### config.mk
export PLATFORM = sky130hd
export DESIGN_NAME = lander_ctrl_top
export DESIGN_NICKNAME = d
export VERILOG_FILES = /design/src/lander_pkg.sv /design/src/thrust_ramp.sv /design/src/overlay_timer.sv /design/src/settings_regs.sv /design/src/cabinet_frame.sv /design/src/lander_ctrl_top.sv
export SDC_FILE = /design/constraint.sdc
export NUM_CORES = 1
export LEC_CHECK = 0
export BUFFER_PORTS_ARGS = -buffer_cell sky130_fd_sc_hd__buf_2
export CORE_ASPECT_RATIO = 1.5
export CORE_MARGIN = 10
export CORE_UTILIZATION = 53
export CTS_CLUSTER_SIZE = 20
export DETAILED_ROUTE_END_ITERATION = 8
export PLACE_DENSITY = 0.89
export SLEW_MARGIN = 20
export SYNTH_ARGS = -nofsm -noshare
export SYNTH_HDL_FRONTEND = slang
export SYNTH_SLANG_ARGS = --single-unit
export TNS_END_PERCENT = 50
### constraint.sdc
create_clock -name clk_50 -period 3.9 [get_ports clk_50]
set_input_delay 0.78 -clock clk_50 [delete_from_list [all_inputs] [get_ports clk_50]]
set_output_delay 0.78 -clock clk_50 [all_outputs]
set_load 0.1 [all_outputs]
### src/lander_pkg.sv
/*
  shared types for the lander cabinet control path
  pad, lamp, overlay and cabinet frame structs
  difficulty, overlay state and bus op enums, bus constants
*/
`default_nettype none

package lander_pkg;

  // host bus data and address width
  localparam int BUS_W = 32;

  // top of the thrust ramp
  localparam logic [7:0] THRUST_MAX = 8'd254;

  // zoom setting register address
  localparam logic [BUS_W-1:0] ZOOM_ADDR = 32'h5000_0000;

  //////////////////////////////
  // pad key bitmap, bit 0 = dpad up
  typedef struct packed {
    logic face_start;
    logic face_select;
    logic trig_r3;
    logic trig_l3;
    logic trig_r2;
    logic trig_l2;
    logic trig_r1;
    logic trig_l1;
    logic face_y;
    logic face_x;
    logic face_b;
    logic face_a;
    logic dpad_right;
    logic dpad_left;
    logic dpad_down;
    logic dpad_up;
  } pad_t;

  // lamps from the game
  typedef struct packed {
    logic lamp5;
    logic lamp4;
    logic lamp3;
  } lamp_t;

  typedef enum logic [1:0] {DIFF_0, DIFF_1, DIFF_2, DIFF_3} difficulty_e;

  typedef struct packed {
    logic        en;
    difficulty_e diff;
  } overlay_t;

  //////////////////////////////
  // cabinet word, buttons active low
  typedef struct packed {
    logic        turn_l_n;
    logic        turn_r_n;
    logic        abort_n;
    logic        select_n;
    logic        start_n;
    logic        coin_n;
    logic [7:0]  thrust;
    overlay_t    overlay;
    logic [1:0]  zoom;
  } cab_ctrl_t;

  typedef enum logic {OVL_IDLE, OVL_SHOW} ovl_state_e;

  // decoded host strobe pair
  typedef enum logic [1:0] {BUS_IDLE, BUS_WRITE, BUS_READ} bus_op_e;

endpackage

`default_nettype wire

### src/thrust_ramp.sv
/*
  thrust ramp
  free-running step tick counter
  saturating 8-bit thrust driven by face a / face b
*/
`timescale 1ns/100ps
`default_nettype none

module thrust_ramp import lander_pkg::*; #(
  parameter int THRUST_TICK = 196850
) (
  input  wire        clk_50,
  input  wire        i_rst_n,
  input  pad_t       i_pad1,
  input  pad_t       i_pad2,
  output logic [7:0] o_thrust
);

  // counter just wide enough for one tick period
  localparam int CNT_W = (THRUST_TICK > 1) ? $clog2(THRUST_TICK) : 1;
  localparam logic [CNT_W-1:0] TICK_LAST = CNT_W'(THRUST_TICK - 1);

  logic [CNT_W-1:0] tick_cnt;
  logic             tick_wrap;
  logic             raise_req;
  logic             lower_req;

  //////////////////////////////
  // step tick

  assign tick_wrap = (tick_cnt == TICK_LAST);

  always_ff @(posedge clk_50) begin
    if (!i_rst_n) begin
      tick_cnt <= '0;
    end else if (tick_wrap) begin
      tick_cnt <= '0;
    end else begin
      tick_cnt <= tick_cnt + 1'b1;
    end
  end

  //////////////////////////////
  // ramp

  // either pad may drive the throttle
  assign raise_req = i_pad1.face_a | i_pad2.face_a;
  assign lower_req = i_pad1.face_b | i_pad2.face_b;

  always_ff @(posedge clk_50) begin
    if (!i_rst_n) begin
      o_thrust <= 8'd0;
    end else if (tick_wrap) begin
      // raise has priority over lower
      if (raise_req) begin
        if (o_thrust < THRUST_MAX)
          o_thrust <= o_thrust + 8'd1;
      end else if (lower_req && o_thrust != 8'd0) begin
        o_thrust <= o_thrust - 8'd1;
      end
    end
  end

  // ramp must stay inside the game's thrust range
  a_thrust_max : assert property (@(posedge clk_50) disable iff (!i_rst_n)
    o_thrust <= THRUST_MAX);

endmodule

`default_nettype wire

### src/overlay_timer.sv
/*
  difficulty overlay timer
  select-triggered countdown with idle/show state
  lamp priority encoder, registered difficulty
*/
`timescale 1ns/100ps
`default_nettype none

module overlay_timer import lander_pkg::*; #(
  parameter int OVERLAY_CYCLES = 500000000
) (
  input  wire      clk_50,
  input  wire      i_rst_n,
  input  pad_t     i_pad1,
  input  pad_t     i_pad2,
  input  lamp_t    i_lamps,
  output overlay_t o_overlay
);

  localparam int CNT_W = $clog2(OVERLAY_CYCLES + 1);
  localparam logic [CNT_W-1:0] OVL_LOAD = CNT_W'(OVERLAY_CYCLES);

  logic [CNT_W-1:0] ovl_cnt;
  logic [CNT_W-1:0] ovl_cnt_nxt;
  ovl_state_e       ovl_state;
  ovl_state_e       ovl_state_nxt;
  difficulty_e      diff_enc;
  difficulty_e      diff_q;
  logic             sel_held;

  //////////////////////////////
  // countdown

  assign sel_held = i_pad1.face_select | i_pad2.face_select;

  // select reloads, even mid overlay
  always_comb begin
    ovl_cnt_nxt = ovl_cnt;
    if (sel_held)
      ovl_cnt_nxt = OVL_LOAD;
    else if (ovl_cnt != '0)
      ovl_cnt_nxt = ovl_cnt - 1'b1;
  end

  // idle until select, show until the last count
  always_comb begin
    ovl_state_nxt = ovl_state;
    case (ovl_state)
      OVL_IDLE: begin
        if (sel_held)
          ovl_state_nxt = OVL_SHOW;
      end
      OVL_SHOW: begin
        if (!sel_held && ovl_cnt == CNT_W'(1))
          ovl_state_nxt = OVL_IDLE;
      end
    endcase
  end

  always_ff @(posedge clk_50) begin
    if (!i_rst_n) begin
      ovl_cnt   <= '0;
      ovl_state <= OVL_IDLE;
    end else begin
      ovl_cnt   <= ovl_cnt_nxt;
      ovl_state <= ovl_state_nxt;
    end
  end

  //////////////////////////////
  // difficulty from lamps, highest lamp wins
  always_comb begin
    if (i_lamps.lamp5)
      diff_enc = DIFF_3;
    else if (i_lamps.lamp4)
      diff_enc = DIFF_2;
    else if (i_lamps.lamp3)
      diff_enc = DIFF_1;
    else
      diff_enc = DIFF_0;
  end

  always_ff @(posedge clk_50) begin
    diff_q <= diff_enc;
  end

  assign o_overlay.en   = (ovl_state == OVL_SHOW);
  assign o_overlay.diff = diff_q;

  a_show_cnt : assert property (@(posedge clk_50) disable iff (!i_rst_n)
    (ovl_state == OVL_SHOW) == (ovl_cnt != '0));

endmodule

`default_nettype wire

### src/settings_regs.sv
/*
  host bus settings register
  strobe decode, zoom address match
  zoom register and registered read-back
*/
`timescale 1ns/100ps
`default_nettype none

module settings_regs import lander_pkg::*; (
  input  wire              clk_50,
  input  wire              i_rst_n,
  input  wire              i_bus_wr,
  input  wire              i_bus_rd,
  input  wire  [BUS_W-1:0] i_bus_addr,
  input  wire  [BUS_W-1:0] i_bus_wr_data,
  output logic [BUS_W-1:0] o_bus_rd_data,
  output logic [1:0]       o_zoom
);

  bus_op_e bus_op;
  logic    zoom_hit;

  //////////////////////////////
  // decode

  // single-cycle strobes, never both at once
  always_comb begin
    if (i_bus_wr)
      bus_op = BUS_WRITE;
    else if (i_bus_rd)
      bus_op = BUS_READ;
    else
      bus_op = BUS_IDLE;
  end

  assign zoom_hit = (i_bus_addr == ZOOM_ADDR);

  //////////////////////////////
  // zoom register and read-back
  always_ff @(posedge clk_50) begin
    if (!i_rst_n) begin
      o_zoom        <= 2'd0;
      o_bus_rd_data <= '0;
    end else begin
      case (bus_op)
        BUS_WRITE: begin
          if (zoom_hit)
            o_zoom <= i_bus_wr_data[1:0];
        end
        BUS_READ: begin
          // unmapped addresses read back as zero
          o_bus_rd_data <= zoom_hit ? {{(BUS_W-2){1'b0}}, o_zoom} : '0;
        end
        default: ;
      endcase
    end
  end

  a_one_strobe : assert property (@(posedge clk_50) disable iff (!i_rst_n)
    !(i_bus_wr && i_bus_rd));

endmodule

`default_nettype wire

### src/cabinet_frame.sv
/*
  cabinet frame builder
  pad merge into active-low buttons
  registered cabinet word with thrust, overlay, zoom
*/
`timescale 1ns/100ps
`default_nettype none

module cabinet_frame import lander_pkg::*; (
  input  wire        clk_50,
  input  wire        i_rst_n,
  input  pad_t       i_pad1,
  input  pad_t       i_pad2,
  input  wire  [7:0] i_thrust,
  input  overlay_t   i_overlay,
  input  wire  [1:0] i_zoom,
  output cab_ctrl_t  o_cab
);

  cab_ctrl_t cab_nxt;
  pad_t      pad_or;

  //////////////////////////////
  // button merge

  // a key counts if held on either pad
  assign pad_or = i_pad1 | i_pad2;

  always_comb begin
    // cabinet buttons are active low
    cab_nxt.turn_l_n = ~pad_or.dpad_left;
    cab_nxt.turn_r_n = ~pad_or.dpad_right;
    cab_nxt.abort_n  = ~pad_or.trig_l1;
    cab_nxt.select_n = ~pad_or.face_select;
    cab_nxt.start_n  = ~pad_or.face_start;
    // both coin slots share r1
    cab_nxt.coin_n   = ~pad_or.trig_r1;
    // pass-through fields
    cab_nxt.thrust   = i_thrust;
    cab_nxt.overlay  = i_overlay;
    cab_nxt.zoom     = i_zoom;
  end

  //////////////////////////////
  // frame register

  always_ff @(posedge clk_50) begin
    if (!i_rst_n) begin
      // buttons released, everything else idle
      o_cab.turn_l_n   <= 1'b1;
      o_cab.turn_r_n   <= 1'b1;
      o_cab.abort_n    <= 1'b1;
      o_cab.select_n   <= 1'b1;
      o_cab.start_n    <= 1'b1;
      o_cab.coin_n     <= 1'b1;
      o_cab.thrust     <= 8'd0;
      o_cab.overlay.en <= 1'b0;
      o_cab.overlay.diff <= DIFF_0;
      o_cab.zoom       <= 2'd0;
    end else begin
      // whole word moves on one edge
      o_cab <= cab_nxt;
    end
  end

  // overlay can only be raised by a select press
  a_ovl_from_sel : assert property (@(posedge clk_50) disable iff (!i_rst_n)
    $rose(o_cab.overlay.en) |-> $past(!o_cab.select_n, 1) || !o_cab.select_n);

endmodule

`default_nettype wire

### src/lander_ctrl_top.sv
/*
  cabinet control path top level
  thrust ramp, overlay timer, settings register, frame builder
*/
`timescale 1ns/100ps
`default_nettype none

module lander_ctrl_top import lander_pkg::*; #(
  parameter int THRUST_TICK    = 196850,
  parameter int OVERLAY_CYCLES = 500000000
) (
  input  wire              clk_50,
  input  wire              i_rst_n,
  input  pad_t             i_pad1,
  input  pad_t             i_pad2,
  input  lamp_t            i_lamps,
  input  wire              i_bus_wr,
  input  wire              i_bus_rd,
  input  wire  [BUS_W-1:0] i_bus_addr,
  input  wire  [BUS_W-1:0] i_bus_wr_data,
  output logic [BUS_W-1:0] o_bus_rd_data,
  output cab_ctrl_t        o_cab
);

  logic [7:0] thrust;
  overlay_t   overlay;
  logic [1:0] zoom;

  //////////////////////////////
  // side-by-side producers

  thrust_ramp #(
    .THRUST_TICK (THRUST_TICK)
  ) u_thrust_ramp (
    .clk_50   (clk_50),
    .i_rst_n  (i_rst_n),
    .i_pad1   (i_pad1),
    .i_pad2   (i_pad2),
    .o_thrust (thrust)
  );

  overlay_timer #(
    .OVERLAY_CYCLES (OVERLAY_CYCLES)
  ) u_overlay_timer (
    .clk_50    (clk_50),
    .i_rst_n   (i_rst_n),
    .i_pad1    (i_pad1),
    .i_pad2    (i_pad2),
    .i_lamps   (i_lamps),
    .o_overlay (overlay)
  );

  // host side zoom setting
  settings_regs u_settings_regs (
    .clk_50        (clk_50),
    .i_rst_n       (i_rst_n),
    .i_bus_wr      (i_bus_wr),
    .i_bus_rd      (i_bus_rd),
    .i_bus_addr    (i_bus_addr),
    .i_bus_wr_data (i_bus_wr_data),
    .o_bus_rd_data (o_bus_rd_data),
    .o_zoom        (zoom)
  );

  //////////////////////////////
  // frame builder
  cabinet_frame u_cabinet_frame (
    .clk_50    (clk_50),
    .i_rst_n   (i_rst_n),
    .i_pad1    (i_pad1),
    .i_pad2    (i_pad2),
    .i_thrust  (thrust),
    .i_overlay (overlay),
    .i_zoom    (zoom),
    .o_cab     (o_cab)
  );

endmodule

`default_nettype wire

**Word level (Yosys, flattened, before mapping)**

Cells that the tools add are included.

- Register bits: 111
- Input port bits: 103
- Output and inout bits: 51
- Word-level logic and storage cells: 67

- Add/subtract/negate cells: 4
- $lt $le $gt $ge: 1
- Equal/unequal tests: 6
- Muxes and demuxes: 13
- Bitwise logic cells: 12
- Reductions and logical operators: 12

Operators by type and width:

| operator | number |
|---|---|
| $mux 29 | 2 |
| $eq 32x31->1 const B | 1 |
| $eq 29x1->1 const B | 1 |
| $reduce_bool 29->1 | 1 |
| $sub 29x1->29 const B | 1 |
| $mux 8 | 3 |
| $add 18x1->18 const B | 1 |
| $eq 18x18->1 const B | 1 |
| $or 16x16->16 | 1 |
| $add 8x1->8 const B | 1 |
| $lt 8x8->1 const B | 1 |
| $not 1->1 | 8 |
| $reduce_bool 8->1 | 1 |
| $sub 8x1->8 const B | 1 |
| $mux 2 | 3 |
| $reduce_or 2->1 | 3 |
| $mux 1 | 4 |
| $reduce_bool 2->1 | 2 |
| $or 1x1->1 | 3 |
| $reduce_and 3->1 | 1 |
| $eq 2x1->1 const B | 1 |
| $eq 2x2->1 const B | 1 |
| $logic_and 1x1->1 | 2 |
| $ne 2x2->1 const B | 1 |
| other kinds (3) | 3 |

**Longest topological paths before layout**

Gate-level depths: netlist of the first run.

- Word-level depth: 5
- Mapped depth: 8
- Gate-level depth less buffers: 8

**Hierarchy**

A second synthesis of the first run with hierarchy kept.

- Cell total of the unflattened synthesis: 434
- Area, all modules: 3902.5 sq um

By module, submodules not included:

| module | instances | cells an instance | area each (sq um) | sequential area each (sq um) |
|---|---|---|---|---|
| overlay_timer | 1 | 173 | 1557.7 | 640.6 |
| thrust_ramp | 1 | 159 | 1341.3 | 520.5 |
| cabinet_frame | 1 | 39 | 503.0 | 380.4 |
| settings_regs | 1 | 63 | 500.5 | 80.1 |

**Worst setup path after synthesis of the first run**

Ideal clock, no wire load.

- Path type: input port to flip-flop
- From: in i_pad2[4] (netlist bit)
- To: reg u_thrust_ramp.o_thrust[7]
- Library setup time: 121 ps
- Data arrival time: 2460 ps
- Data required time: 3779 ps
- Path slack: 1320 ps
- Stages on the path: 7
- Path buffers: 0
- Path through: nor2_1 -> ha_1 -> a21oi_1 -> o2111ai_1 -> a2111oi_0 -> a31oi_1 -> mux2_2

- Longest elaborated chain between the ends: 3
- Elaborated cells on any way between the ends: 5
- Those cells by class: eq/ne: 1; mux: 1; bitwise: 1; reduce/logical: 2

Ends and longest elaborated chain:

| element | RTL line | source |
|---|---|---|
| start, declared | lander_ctrl_top.sv:15 | `input pad_t i_pad2,` |
| $or 1x1->1 * | thrust_ramp.sv:47 | `assign raise_req = i_pad1.face_a \| i_pad2.face_a;` |
| $ne 2x2->1 (no line) or $reduce_bool 2->1 (tied branches) | - |  |
| $reduce_and 3->1 (no line) | - |  |
| end signal, assigned | thrust_ramp.sv:57 | `o_thrust <= o_thrust + 8'd1;` |
| end signal, assigned | thrust_ramp.sv:59 | `o_thrust <= o_thrust - 8'd1;` |
| end, declared | thrust_ramp.sv:16 | `output logic [7:0] o_thrust` |

Every way passes the cells marked *; elsewhere a longest branch is shown, timed or not.
A chain may end at the register's enable or synchronous reset.

**Worst setup path in the final report of the first run**

Same ends and word-level chain as after synthesis.

==> flow_summary.json, run 1 <==
{
  "slowest_delay_ns": 0.46,
  "groute.usage.overall_pct": 16.95,
  "fillCellCount": 612,
  "wl_per_cell_um": 15.54,
  "dr_total_vias": 3651,
  "seqCellArea_um2": 1622,
  "layout_commonest_cell": "dfxtp_1",
  "end_kind": "flip-flop",
  "cap_violations": 0,
  "drc": 0,
  "die_y_um": 127.1,
  "clk_pin_slew_ns": 0.06,
  "ff2ff_setup_slack_ns": 1.31,
  "worst_pin_slew_ns": 0.8076,
  "ant_nets": 0,
  "rows": 39,
  "place.gp.congestion": 0.8958,
  "synth-xor-area-share_pct": 4.756,
  "wirelength_um": 9884,
  "initial_core_util_pct": 53.91,
  "path_cells": "buf_2 > nor2_1 > ha_1 > a21oi_1 > o2111ai_1 > a2111oi_0 > a31oi_1 > mux2_2",
  "rr_worst_depth": 5,
  "syn_avg_cell_area_um2": 8.846,
  "arrival_ns": 3.02,
  "cpLargestDelayFamily": "compound AO/OA/AOI/OAI gates",
  "setup.worst_path.end": "u_thrust_ramp.o_thrust[7]$_SDFFE_PN0P_",
  "viasPerCell": 5.741,
  "synth_fa_ha_area_share_pct": 3.582,
  "start_kind": "input port",
  "syn_area_um2": 4051,
  "multiInputGateArea_um2": 2181,
  "cts_root_buf": "clkbuf_16",
  "p_per_area_nw_per_um2": 452.3,
  "synth_cell_types": 61,
  "postCtsSetupBuffers": 0,
  "outcome": "finished clean",
  "synth-edff-count": 0,
  "setup_slack_ns": 1.100,
  "grt_max_degree": 27,
  "async_reset_ff_share_pct": 0,
  "cp_num_buf_inv": 1,
  "synth-simple-area-share_pct": 26.44,
  "synthFlopType": "dfxtp_1",
  "yosysWarnings": 0,
  "syn_inst": 458,
  "dp_hpwl_um": 7189,
  "area_growth_pct": 15.87,
  "final_cell_mix": "81 x dfxtp_1, 77 x buf_2, 48 x nor2_1",
  "r2r_end": "u_overlay_timer.ovl_cnt[13]$_SDFFE_PN0P_",
  "fin_setup_tns_ns": 0,
  "ios": 154,
  "drtIter0Drc": 281,
  "synthMuxAreaShare_pct": 2.254,
  "synth.area.top_cells": "dfxtp_1 40%, buf_4 5.6%, nor2_1 4.4%, xor2_1 3.2%, ha_1 3.1%",
  "synth_largest_area_cell": "dfxtp_1",
  "required_ns": 4.12,
  "clockBufferDepth": 2,
  "relSlewSlack_pct": 46.06,
  "crit_start": "i_pad2[4]",
  "rsz0062_at_grt": "false",
  "cts_tree": "yes",
  "holdPathStages": 1,
  "antenna_cells": 0,
  "grt_overflow": 0,
  "max_freq_ghz": 0.3572,
  "numCtsBuffers": 9,
  "path_max_fanout": 8,
  "finalSetupViolCount": 0,
  "clock_skew_ns": 0.005721,
  "synth_seq_area_share_pct": 40.02,
  "synth_top_family_by_area": "simple AND/OR/NAND/NOR gates",
  "clock_sinks": 81,
  "cts_max_level": 3,
  "synth_top_area_share_pct": 40.02,
  "layout-drive-gt1-share_pct": 21.35,
  "pre_cts_slack_ns": 0.8459,
  "antenna_found_initial": 0,
  "ys_ff_latch": 81,
  "drv_slew": 0,
  "whs_ns": 0.4406,
  "fp.dieArea_um2": 11610,
  "fin_nets": 644,
  "ir_worst_vdd_mv": 0.3915,
  "min_period_over_period_pct": 71.79,
  "clk_latency_ns": 0.34,
  "die_w_um": 91.39,
  "synth_compound_area_share_pct": 13.93,
  "grt_pass1_vias": 3695,
  "r2r_start": "u_overlay_timer.ovl_cnt[4]$_SDFFE_PP0P_",
  "first_pass_iters": 7,
  "finalHoldViolations": 0,
  "cp_num_cells": 8,
  "period_minus_slack_ns": 2.800,
  "min_path_type": "flip-flop to flip-flop",
  "core_area_um2": 7515,
  "cts-resized-gates": 0,
  "leakage_nw": 1.938,
  "worstSetupPathType": "input port to flip-flop",
  "cts_hold_buf": 0,
  "slowest_stage": "nor2_1",
  "grt_pass1_wl_um": 16520,
  "io_buffers": 77
}
==> cell usage after synthesis, types with 2 or more instances <==
library cell	number
o31ai_1	10
o31a_2	2
or4_4	2
nor3_1	13
o41ai_1	2
or2_2	4
clkbuf_1	12
nand2_1	23
buf_6	3
nand4_1	15
nand3_1	14
or4_2	2
buf_4	30
nand3b_1	2
o311ai_0	2
dfxtp_1	81
nor4_1	16
o21ai_0	12
ha_1	10
nor2b_1	2
a211oi_1	2
nor2_1	48
and4_1	5
xor2_1	15
and2_1	13
mux2i_1	8
xnor2_1	7
inv_1	14
nor4b_1	2
or3_1	11
and3_1	3
nand2b_1	2
o21a_1	3
a21oi_1	21
o2111ai_1	2
or4_1	9
o31a_1	6
a31oi_1	7
==> layer usage <==
layer  part of all wire (%)  GRT usage [%]
met5                      0              0
met1                     39          17.55
met4                    3.0          8.696
met2                     53          30.47
met3                    5.0          4.572
==> worst min-delay path by stage <==
stage,start,slack (ns),endpoint
finish,u_overlay_timer.diff_q[1]$_SDFF_PP1_,0.44,u_cabinet_frame.o_cab[3]$_SDFF_PN0_
global route,u_overlay_timer.diff_q[1]$_SDFF_PP1_,0.47,u_cabinet_frame.o_cab[3]$_SDFF_PN0_
CTS,u_overlay_timer.diff_q[1]$_SDFF_PP1_,0.44,u_cabinet_frame.o_cab[3]$_SDFF_PN0_
detailed placement,u_overlay_timer.diff_q[1]$_SDFF_PP1_,0.43,u_cabinet_frame.o_cab[3]$_SDFF_PN0_
global placement,u_overlay_timer.diff_q[0]$_SDFF_PP1_,0.43,u_cabinet_frame.o_cab[2]$_SDFF_PN0_
floorplan,u_overlay_timer.diff_q[0]$_SDFF_PP1_,0.41,u_cabinet_frame.o_cab[2]$_SDFF_PN0_
==> stage by stage <==
stage	instances	cell area [um^2]	util (%)	total power, W
global placement	621	4372	58.18	0.001233
finish	636	4695	62.47	0.002123
detailed placement	621	4372	58.18	0.001241
floorplan	487	4160	-	0.001206
global route	636	4695	62.47	0.002196
CTS	636	4691	62.42	0.002134
==> report_power, final <==
| group | leakage (nW) | switching (W) | internal, W |
|---|---|---|---|
| clock network | 0.151 | 0.000320 | 0.000572 |
| logic | 1.12 | 0.000277 | 0.0000791 |
| registers | 0.663 | 0.0000214 | 0.000854 |
==> sequential cells by signal (all words and copies together), names as in the netlist <==
| register | count |
|---|---|
| u_cabinet_frame.o_cab | 19 |
| u_thrust_ramp.tick_cnt | 18 |
| u_settings_regs.o_bus_rd_data | 2 |
| u_overlay_timer.ovl_cnt | 29 |
| u_settings_regs.o_zoom | 2 |
| u_overlay_timer.ovl_state | 1 |
| u_thrust_ramp.o_thrust | 8 |
| u_overlay_timer.diff_q | 2 |
==> worst register-to-register path: stages, from the launching register on <==
cell     delay [ns]
dfxtp_1        0.38
or4_4          0.58
or3_1          0.50
nor3_2         0.67
o31ai_1        0.18
a31oi_1        0.20
==> kinds of logic (layout without fill, tap and decap cells) <==
group                      Yosys count  after routing
and+or+nand+nor                    193            193
AOI/OAI and AO/OA                   81             81
DFF                                 81             81
buffers and inverters               60            107
xor gates and xnor gates            22             22
adders and majority gates           11             11
muxes                                9              9
other                                1             30
==> area by class of cell <==
cell class	count	area share (%)
clock inverters	5	1.706
flip-flops and latches	81	34.54
clock buffers	10	5.091
repair buffers	78	8.369
well taps	102	2.719
inverters	14	1.119
multi-input cells	346	46.46
No activity file was read; power rests on OpenSTA's default activity.
==> run 2, diff against run 1 <==
--- a/config.mk
+++ b/config.mk
@@ -5,13 +5,14 @@
 export SDC_FILE = /design/constraint.sdc
 export NUM_CORES = 1
 export LEC_CHECK = 0
+export ABC_AREA = 1
 export BUFFER_PORTS_ARGS = -buffer_cell sky130_fd_sc_hd__buf_2
 export CORE_ASPECT_RATIO = 1.5
 export CORE_MARGIN = 10
-export CORE_UTILIZATION = 53
+export CORE_UTILIZATION = 51
 export CTS_CLUSTER_SIZE = 20
 export DETAILED_ROUTE_END_ITERATION = 8
-export PLACE_DENSITY = 0.89
+export PLACE_DENSITY = 0.85
 export SLEW_MARGIN = 20
 export SYNTH_ARGS = -nofsm -noshare
 export SYNTH_HDL_FRONTEND = slang
==> constraint.sdc (replaced) <==
create_clock -name clk_50 -period 2.91 [get_ports clk_50]
set_input_delay 0.582 -clock clk_50 [delete_from_list [all_inputs] [get_ports clk_50]]
set_output_delay 0.582 -clock clk_50 [all_outputs]
set_load 0.1 [all_outputs]
==> run 2 against run 1 <==
  * Combinational power grew 53%
  * Global-route usage shrank 0.37 points
  * Area after synthesis grew 11%
  * Worst setup slack lost 0.28 ns
==> flow_summary.json, run 2 <==
{
  "viasPerCell": 4.991,
  "initial_core_util_pct": 51.76,
  "cts-resized-gates": 0,
  "synth_top_area_share_pct": 35.91,
  "switchingPower_w": 0.0008867,
  "cts_tree": "yes",
  "start_kind": "flip-flop",
  "worstSetupPathType": "flip-flop to flip-flop",
  "syn_area_um2": 4516,
  "clk_pin_slew_ns": 0.06,
  "place.gp.congestion": 0.8800,
  "ant_nets": 0,
  "worst_pin_slew_ns": 0.6717,
  "required_ns": 3.12,
  "groute.usage.overall_pct": 16.58,
  "layout-drive-gt1-share_pct": 15.96,
  "antenna_cells": 0,
  "ir_worst_vdd_mv": 0.3150,
  "outcome": "finished clean",
  "cap_violations": 0,
  "whs_endpoint": "u_cabinet_frame.o_cab[3]$_SDFF_PN0_",
  "synth_largest_area_cell": "dfxtp_1",
  "holdCritStartpoint": "u_overlay_timer.diff_q[1]$_SDFF_PP1_",
  "arrival_ns": 2.30,
  "path_max_fanout": 22,
  "seqCellArea_um2": 1622,
  "clock_sinks": 81,
  "first_pass_iters": 4,
  "die_y_um": 135.2,
  "die_w_um": 96.83,
  "end_kind": "flip-flop",
  "async_reset_ff_share_pct": 0,
  "wl_per_cell_um": 12.71,
  "p_int_w": 0.001969,
  "top_regs": "u_overlay_timer.ovl_cnt x29, u_cabinet_frame.o_cab x19, u_thrust_ramp.tick_cnt x18",
  "p_sw_share_pct": 31.05,
  "drv_slew": 0,
  "layout_commonest_cell": "nand2_1",
  "dp_hpwl_um": 8640,
  "p_comb_share_pct": 19.0,
  "yosysWarnings": 0,
  "ios": 154,
  "power_frac_seq_pct": 41.1,
  "drc": 0,
  "synth_seq_area_share_pct": 35.91,
  "core_area_um2": 8723,
  "fin_nets": 862,
  "wirelength_um": 10960,
  "grt_pass1_wl_um": 18310,
  "rsz0062_at_grt": "false",
  "leakage_nw": 2.569,
  "antenna_found_initial": 0,
  "io_buffers": 77,
  "min_period_over_period_pct": 71.71,
  "post-route-util_pct": 59.55,
  "clk_latency_ns": 0.34,
  "area_growth_pct": 15.05,
  "largest_reg_flops": 29,
  "synth_common_cells": "133 x nand2_1, 108 x nor2_1, 97 x inv_1, 81 x dfxtp_1",
  "cts_root_buf": "clkbuf_16",
  "drtIter0Drc": 188,
  "multiInputGateArea_um2": 2359,
  "cts_max_level": 3,
  "holdPathStages": 2,
  "clock_skew_ns": 0.004896,
  "rr_worst_depth": 11,
  "numCtsBuffers": 9,
  "rows": 42,
  "syn_avg_cell_area_um2": 6.770,
  "fp.dieArea_um2": 13100,
  "synth.area.top_cells": "dfxtp_1 36%, nand2_1 11%, nor2_1 9.0%, inv_1 8.1%, buf_4 5.2%",
  "relSlewSlack_pct": 55.11,
  "period_minus_slack_ns": 2.087,
  "ys_ff_latch": 81,
  "clockBufferDepth": 2,
  "synthFlopType": "dfxtp_1",
  "finalHoldViolations": 0,
  "clkPwrFrac_pct": 39.8,
  "synth-edff-count": 0,
  "min_path_type": "flip-flop to flip-flop",
  "r2r_start": "u_overlay_timer.ovl_cnt[0]$_SDFFE_PP0P_",
  "grt_pass1_vias": 4302,
  "ff2ff_setup_slack_ns": 0.82,
  "postCtsSetupBuffers": 0,
  "synth_cell_types": 39,
  "syn_inst": 667,
  "fillCellCount": 846,
  "top_register": "u_overlay_timer.ovl_cnt",
  "final_cell_mix": "133 x nand2_1, 108 x nor2_1, 97 x inv_1",
  "dr_total_vias": 4302,
  "p_per_area_nw_per_um2": 549.8,
  "max_freq_ghz": 0.4792,
  "grt_overflow": 0,
  "finalSetupViolCount": 0,
  "grt_max_degree": 23,
  "cts_hold_buf": 0,
  "fin_setup_tns_ns": 0,
  "r2r_end": "u_overlay_timer.ovl_cnt[10]$_SDFFE_PN0P_",
  "synth.most_common_cell": "nand2_1"
}
[run 2: cell types whose count changed in the layout (fill, tap and decap cells not counted), sizes merged, moves of 12 or more]
| cell | delta |
|---|---|
| a21oi | +19 |
| and2 | -12 |
| inv | +84 |
| nand2 | +115 |
| nand3 | +25 |
| nand4 | +14 |
| nor2 | +69 |
| nor4 | -16 |
| o31ai | -12 |
| or3 | -12 |
| or4 | -13 |
[run 2: per-layer routing]
| metal | vias up | part of all wire [%] | track usage [%] | wire [um] |
|---|---|---|---|---|
| met5 | - | 0 | 0 | 0 |
| met2 | 92 | 57 | 33.31 | 6256 |
| li1 | 2218 | - | - | - |
| met1 | 1963 | 35 | 14.41 | 3846 |
| met3 | 29 | 4.6 | 4.341 | 501 |
| met4 | 0 | 3.2 | 8.882 | 355 |
[run 2: kinds of logic after synthesis]
| logic type | share of synthesized area (%) |
|---|---|
| AO/OA/AOI/OAI | 8.174 |
| AND/OR/NAND/NOR | 34.86 |
| adder cells (fa/ha/maj) | 3.214 |
| other | 0.08305 |
| buffers and inverters | 14.27 |
| XOR/XNOR | 3.491 |
| flip-flops | 35.91 |
[run 2: worst max-delay path by stage]
| stage | start | end | slack [ns] | cells after the start |
|---|---|---|---|---|
| after floorplan | i_pad2[4] | u_thrust_ramp.o_thrust[6]$_SDFFE_PN0P_ | 0.80 | 9 |
| after global placement | i_pad2[4] | u_thrust_ramp.o_thrust[6]$_SDFFE_PN0P_ | 0.77 | 10 |
| after detailed placement | i_pad2[4] | u_thrust_ramp.o_thrust[7]$_SDFFE_PN0P_ | 0.77 | 11 |
| after CTS | u_overlay_timer.ovl_cnt[0]$_SDFFE_PP0P_ | u_overlay_timer.ovl_cnt[10]$_SDFFE_PN0P_ | 0.85 | 11 |
| after global routing | u_overlay_timer.ovl_cnt[0]$_SDFFE_PP0P_ | u_overlay_timer.ovl_cnt[10]$_SDFFE_PN0P_ | 0.65 | 11 |
| final | u_overlay_timer.ovl_cnt[0]$_SDFFE_PP0P_ | u_overlay_timer.ovl_cnt[10]$_SDFFE_PN0P_ | 0.82 | 11 |
[run 2: power by group through the flow]
stage | combinational, W | clock, W | sequential (W)
2_1_floorplan | 0.000402 | 0 | 0.00126
3_3_place_gp | 0.000530 | 0 | 0.00120
3_5_place_dp | 0.000539 | 0 | 0.00120
4_1_cts | 0.000541 | 0.00116 | 0.00117
5_1_grt | 0.000586 | 0.00120 | 0.00118
6_report | 0.000544 | 0.00114 | 0.00118
[run 2: metrics by stage]
step                hold slack [ns]  area, um^2  std cells  worst slack, ns  power, W
global placement             0.3965        4898        847           0.7729  0.001728
floorplan                    0.3905        4624        696           0.8004  0.001666
global route                 0.4167        5195        862           0.6545  0.002967
CTS                          0.4025        5195        862           0.8486  0.002876
finish                       0.4117        5195        862           0.8234  0.002856
detailed placement           0.3982        4898        847           0.7703  0.001738
[run 2: area by class of cell]
type	count	share of cell area, %
clock inverters	3	0.7707
inverters	99	7.177
repair buffers	80	7.852
clock buffers	12	4.937
well taps	110	2.649
multi-input cells	477	45.40
flip-flops and latches	81	31.21
[run 2: critical path, stage by stage (launching register included)]
cell      delay, ns
dfxtp_1        0.34
inv_1          0.15
ha_1           0.33
nand2_4        0.10
nor2_4         0.19
nand2_2        0.08
clkinv_2       0.06
nand2_2        0.26
inv_2          0.24
nor2_1         0.08
nor2_1         0.08
nor2_1         0.04
==> run 3, diff against run 2 <==
--- a/config.mk
+++ b/config.mk
@@ -9,10 +9,10 @@
 export BUFFER_PORTS_ARGS = -buffer_cell sky130_fd_sc_hd__buf_2
 export CORE_ASPECT_RATIO = 1.5
 export CORE_MARGIN = 10
-export CORE_UTILIZATION = 51
+export CORE_UTILIZATION = 46
 export CTS_CLUSTER_SIZE = 20
 export DETAILED_ROUTE_END_ITERATION = 8
-export PLACE_DENSITY = 0.85
+export PLACE_DENSITY = 0.81
 export SLEW_MARGIN = 20
 export SYNTH_ARGS = -nofsm -noshare
 export SYNTH_HDL_FRONTEND = slang
==> constraint.sdc (replaced) <==
create_clock -name clk_50 -period 1.8 [get_ports clk_50]
set_input_delay 0.36 -clock clk_50 [delete_from_list [all_inputs] [get_ports clk_50]]
set_output_delay 0.36 -clock clk_50 [all_outputs]
set_load 0.1 [all_outputs]
==> run 3 against run 2 <==
  * Flip-flop and latch count is the same
  * Sequential power grew 61%
  * Combinational power grew 65%
  * Largest power group is now clock
  * Sequential share of layout area shrank 1.1 points
==> flow_summary.json, run 3 (synthesis gave the netlist of run 2 again) <==
{
  "drc": 0,
  "ios": 154,
  "dp_hpwl_um": 8606,
  "place_area_um2": 5065,
  "grt_max_degree": 29,
  "io_buffers": 77,
  "top_register": "u_overlay_timer.ovl_cnt",
  "worst_pin_slew_ns": 0.5487,
  "cts_tree": "yes",
  "min_period_over_period_pct": 90.97,
  "antenna_cells": 0,
  "cts_root_buf": "clkbuf_16",
  "grt_overflow": 0,
  "ir_worst_vdd_mv": 0.6244,
  "max_freq_ghz": 0.6107,
  "viasPerCell": 4.848,
  "min_path_type": "input port to flip-flop",
  "seqCellArea_um2": 1622,
  "top_regs": "u_overlay_timer.ovl_cnt x29, u_cabinet_frame.o_cab x19, u_thrust_ramp.tick_cnt x18",
  "first_pass_iters": 4,
  "period_minus_slack_ns": 1.637,
  "path_cells": "inv_1 > ha_2 > nand2_4 > nor2_4 > nand2_2 > clkinv_2 > nand2_2 > buf_12 > nand3b_1 > a21oi_1",
  "slowest_stage": "dfxtp_1",
  "clk_latency_ns": 0.34,
  "worstSetupPathType": "flip-flop to flip-flop",
  "arrival_ns": 1.84,
  "layout-drive-gt1-share_pct": 18.65,
  "antenna_found_initial": 0,
  "dr_total_vias": 4300,
  "grt_pass1_wl_um": 17830,
  "core_area_um2": 9634,
  "drtIter0Drc": 119,
  "end_kind": "flip-flop",
  "fillCellCount": 903,
  "path_common_cell": "nand2_2",
  "clk_pin_slew_ns": 0.07,
  "rr_worst_depth": 10,
  "outcome": "finished clean",
  "groute.usage.overall_pct": 15.04,
  "clock_skew_ns": 0.007085,
  "holdCritStartpoint": "i_pad1[15]",
  "grt_pass1_vias": 4262,
  "cap_violations": 0,
  "drv_slew": 0,
  "fp.dieArea_um2": 14260,
  "start_kind": "flip-flop",
  "pre_cts_slack_ns": -0.1490,
  "fin_nets": 881,
  "r2r_end": "u_overlay_timer.ovl_cnt[14]$_SDFFE_PN0P_",
  "rows": 44,
  "place.gp.congestion": 0.9071,
  "numCtsBuffers": 9,
  "path_max_fanout": 9,
  "p_per_area_nw_per_um2": 873.4,
  "relSlewSlack_pct": 63.38,
  "wl_per_cell_um": 12.11,
  "cts_max_level": 3,
  "area_growth_pct": 19.26,
  "fin_setup_tns_ns": 0,
  "whs_endpoint": "u_cabinet_frame.o_cab[14]$_SDFF_PN1_",
  "rsz0062_at_grt": "false",
  "final_area_um2": 5385,
  "finalHoldViolations": 0,
  "largest_reg_flops": 29,
  "initial_core_util_pct": 46.87,
  "die_w_um": 100.9,
  "final_cell_mix": "133 x nand2_1, 107 x nor2_1, 97 x inv_1",
  "holdPathStages": 2,
  "slowest_delay_ns": 0.33,
  "clockBufferDepth": 2,
  "finalSetupViolCount": 0,
  "r2r_start": "u_overlay_timer.ovl_cnt[1]$_SDFFE_PP0P_",
  "clock_sinks": 81,
  "ant_nets": 0,
  "layout_commonest_cell": "nand2_1",
  "wirelength_um": 10740,
  "ff2ff_setup_slack_ns": 0.16,
  "required_ns": 2.00,
  "multiInputGateArea_um2": 2372,
  "leakage_nw": 2.670,
  "setup_slack_ns": 0.1625,
  "die_y_um": 141.3
}
[run 3: metal layers]
| layer | part of all wire, % | wire, um | track usage (%) | up-vias |
|---|---|---|---|---|
| li1 | - | - | - | 2249 |
| met1 | 37 | 3953 | 13.79 | 1921 |
| met2 | 55 | 5959 | 29.01 | 103 |
| met3 | 4.4 | 468 | 3.452 | 27 |
| met4 | 3.4 | 363 | 8.168 | 0 |
| met5 | 0 | 0 | 0 | - |
[run 3: worst max-delay path, delay by kind of cell (launching register included)]
family                     cells  cell delay [ns]
and+or+nand+nor                5             0.51
buffers and inverters          3             0.35
DFF                            1             0.33
adders and majority gates      1             0.22
AOI/OAI and AO/OA              1             0.07
[run 3: report_power, final]
group | switching [W] | internal (W)
logic | 0.000686 | 0.000214
registers | 0.0000460 | 0.00185
clock network | 0.000803 | 0.00110
[run 3: through the flow]
stage	total power [W]	std cells	hold slack, ns	utilization, %
after floorplan	0.002694	696	0.3905	-
after CTS	0.004723	887	0.1859	55.78
final	0.004703	887	0.1861	55.90
after global placement	0.002817	871	0.3951	52.57
after global routing	0.004879	887	0.1838	55.90
after detailed placement	0.002831	871	0.3990	52.57
[run 3: final cells by class]
| cell class | count | share of cell area [%] |
|---|---|---|
| Clock buffer | 9 | 4.182 |
| Clock inverter | 7 | 1.557 |
| Inverter | 99 | 6.970 |
| Multi-Input combinational cell | 477 | 44.05 |
| Sequential cell | 81 | 30.11 |
| Tap cell | 115 | 2.672 |
| Timing Repair Buffer | 99 | 10.46 |
[run 3: worst max-delay path by stage]
| stage | start | to | depth (start not counted) |
|---|---|---|---|
| 2_1_floorplan | i_pad2[4] | u_thrust_ramp.o_thrust[6]$_SDFFE_PN0P_ | 9 |
| 3_3_place_gp | i_pad2[4] | u_thrust_ramp.o_thrust[4]$_SDFFE_PN0P_ | 10 |
| 3_5_place_dp | i_pad2[4] | u_thrust_ramp.o_thrust[4]$_SDFFE_PN0P_ | 10 |
| 4_1_cts | u_thrust_ramp.o_thrust[0]$_SDFFE_PN0P_ | u_thrust_ramp.o_thrust[4]$_SDFFE_PN0P_ | 8 |
| 5_1_grt | u_overlay_timer.ovl_cnt[1]$_SDFFE_PP0P_ | u_overlay_timer.ovl_cnt[10]$_SDFFE_PN0P_ | 11 |
| 6_report | u_overlay_timer.ovl_cnt[1]$_SDFFE_PP0P_ | u_overlay_timer.ovl_cnt[14]$_SDFFE_PN0P_ | 10 |
[run 3: repair_timing]
| item | 4_1_cts | 5_1_grt |
|---|---|---|
| endpoints found under the setup margin | 0 | 7 |
| buffers inserted | 0 | 0 |
| hold buffers | 0 | 0 |
| resized for setup | 0 | 5 |
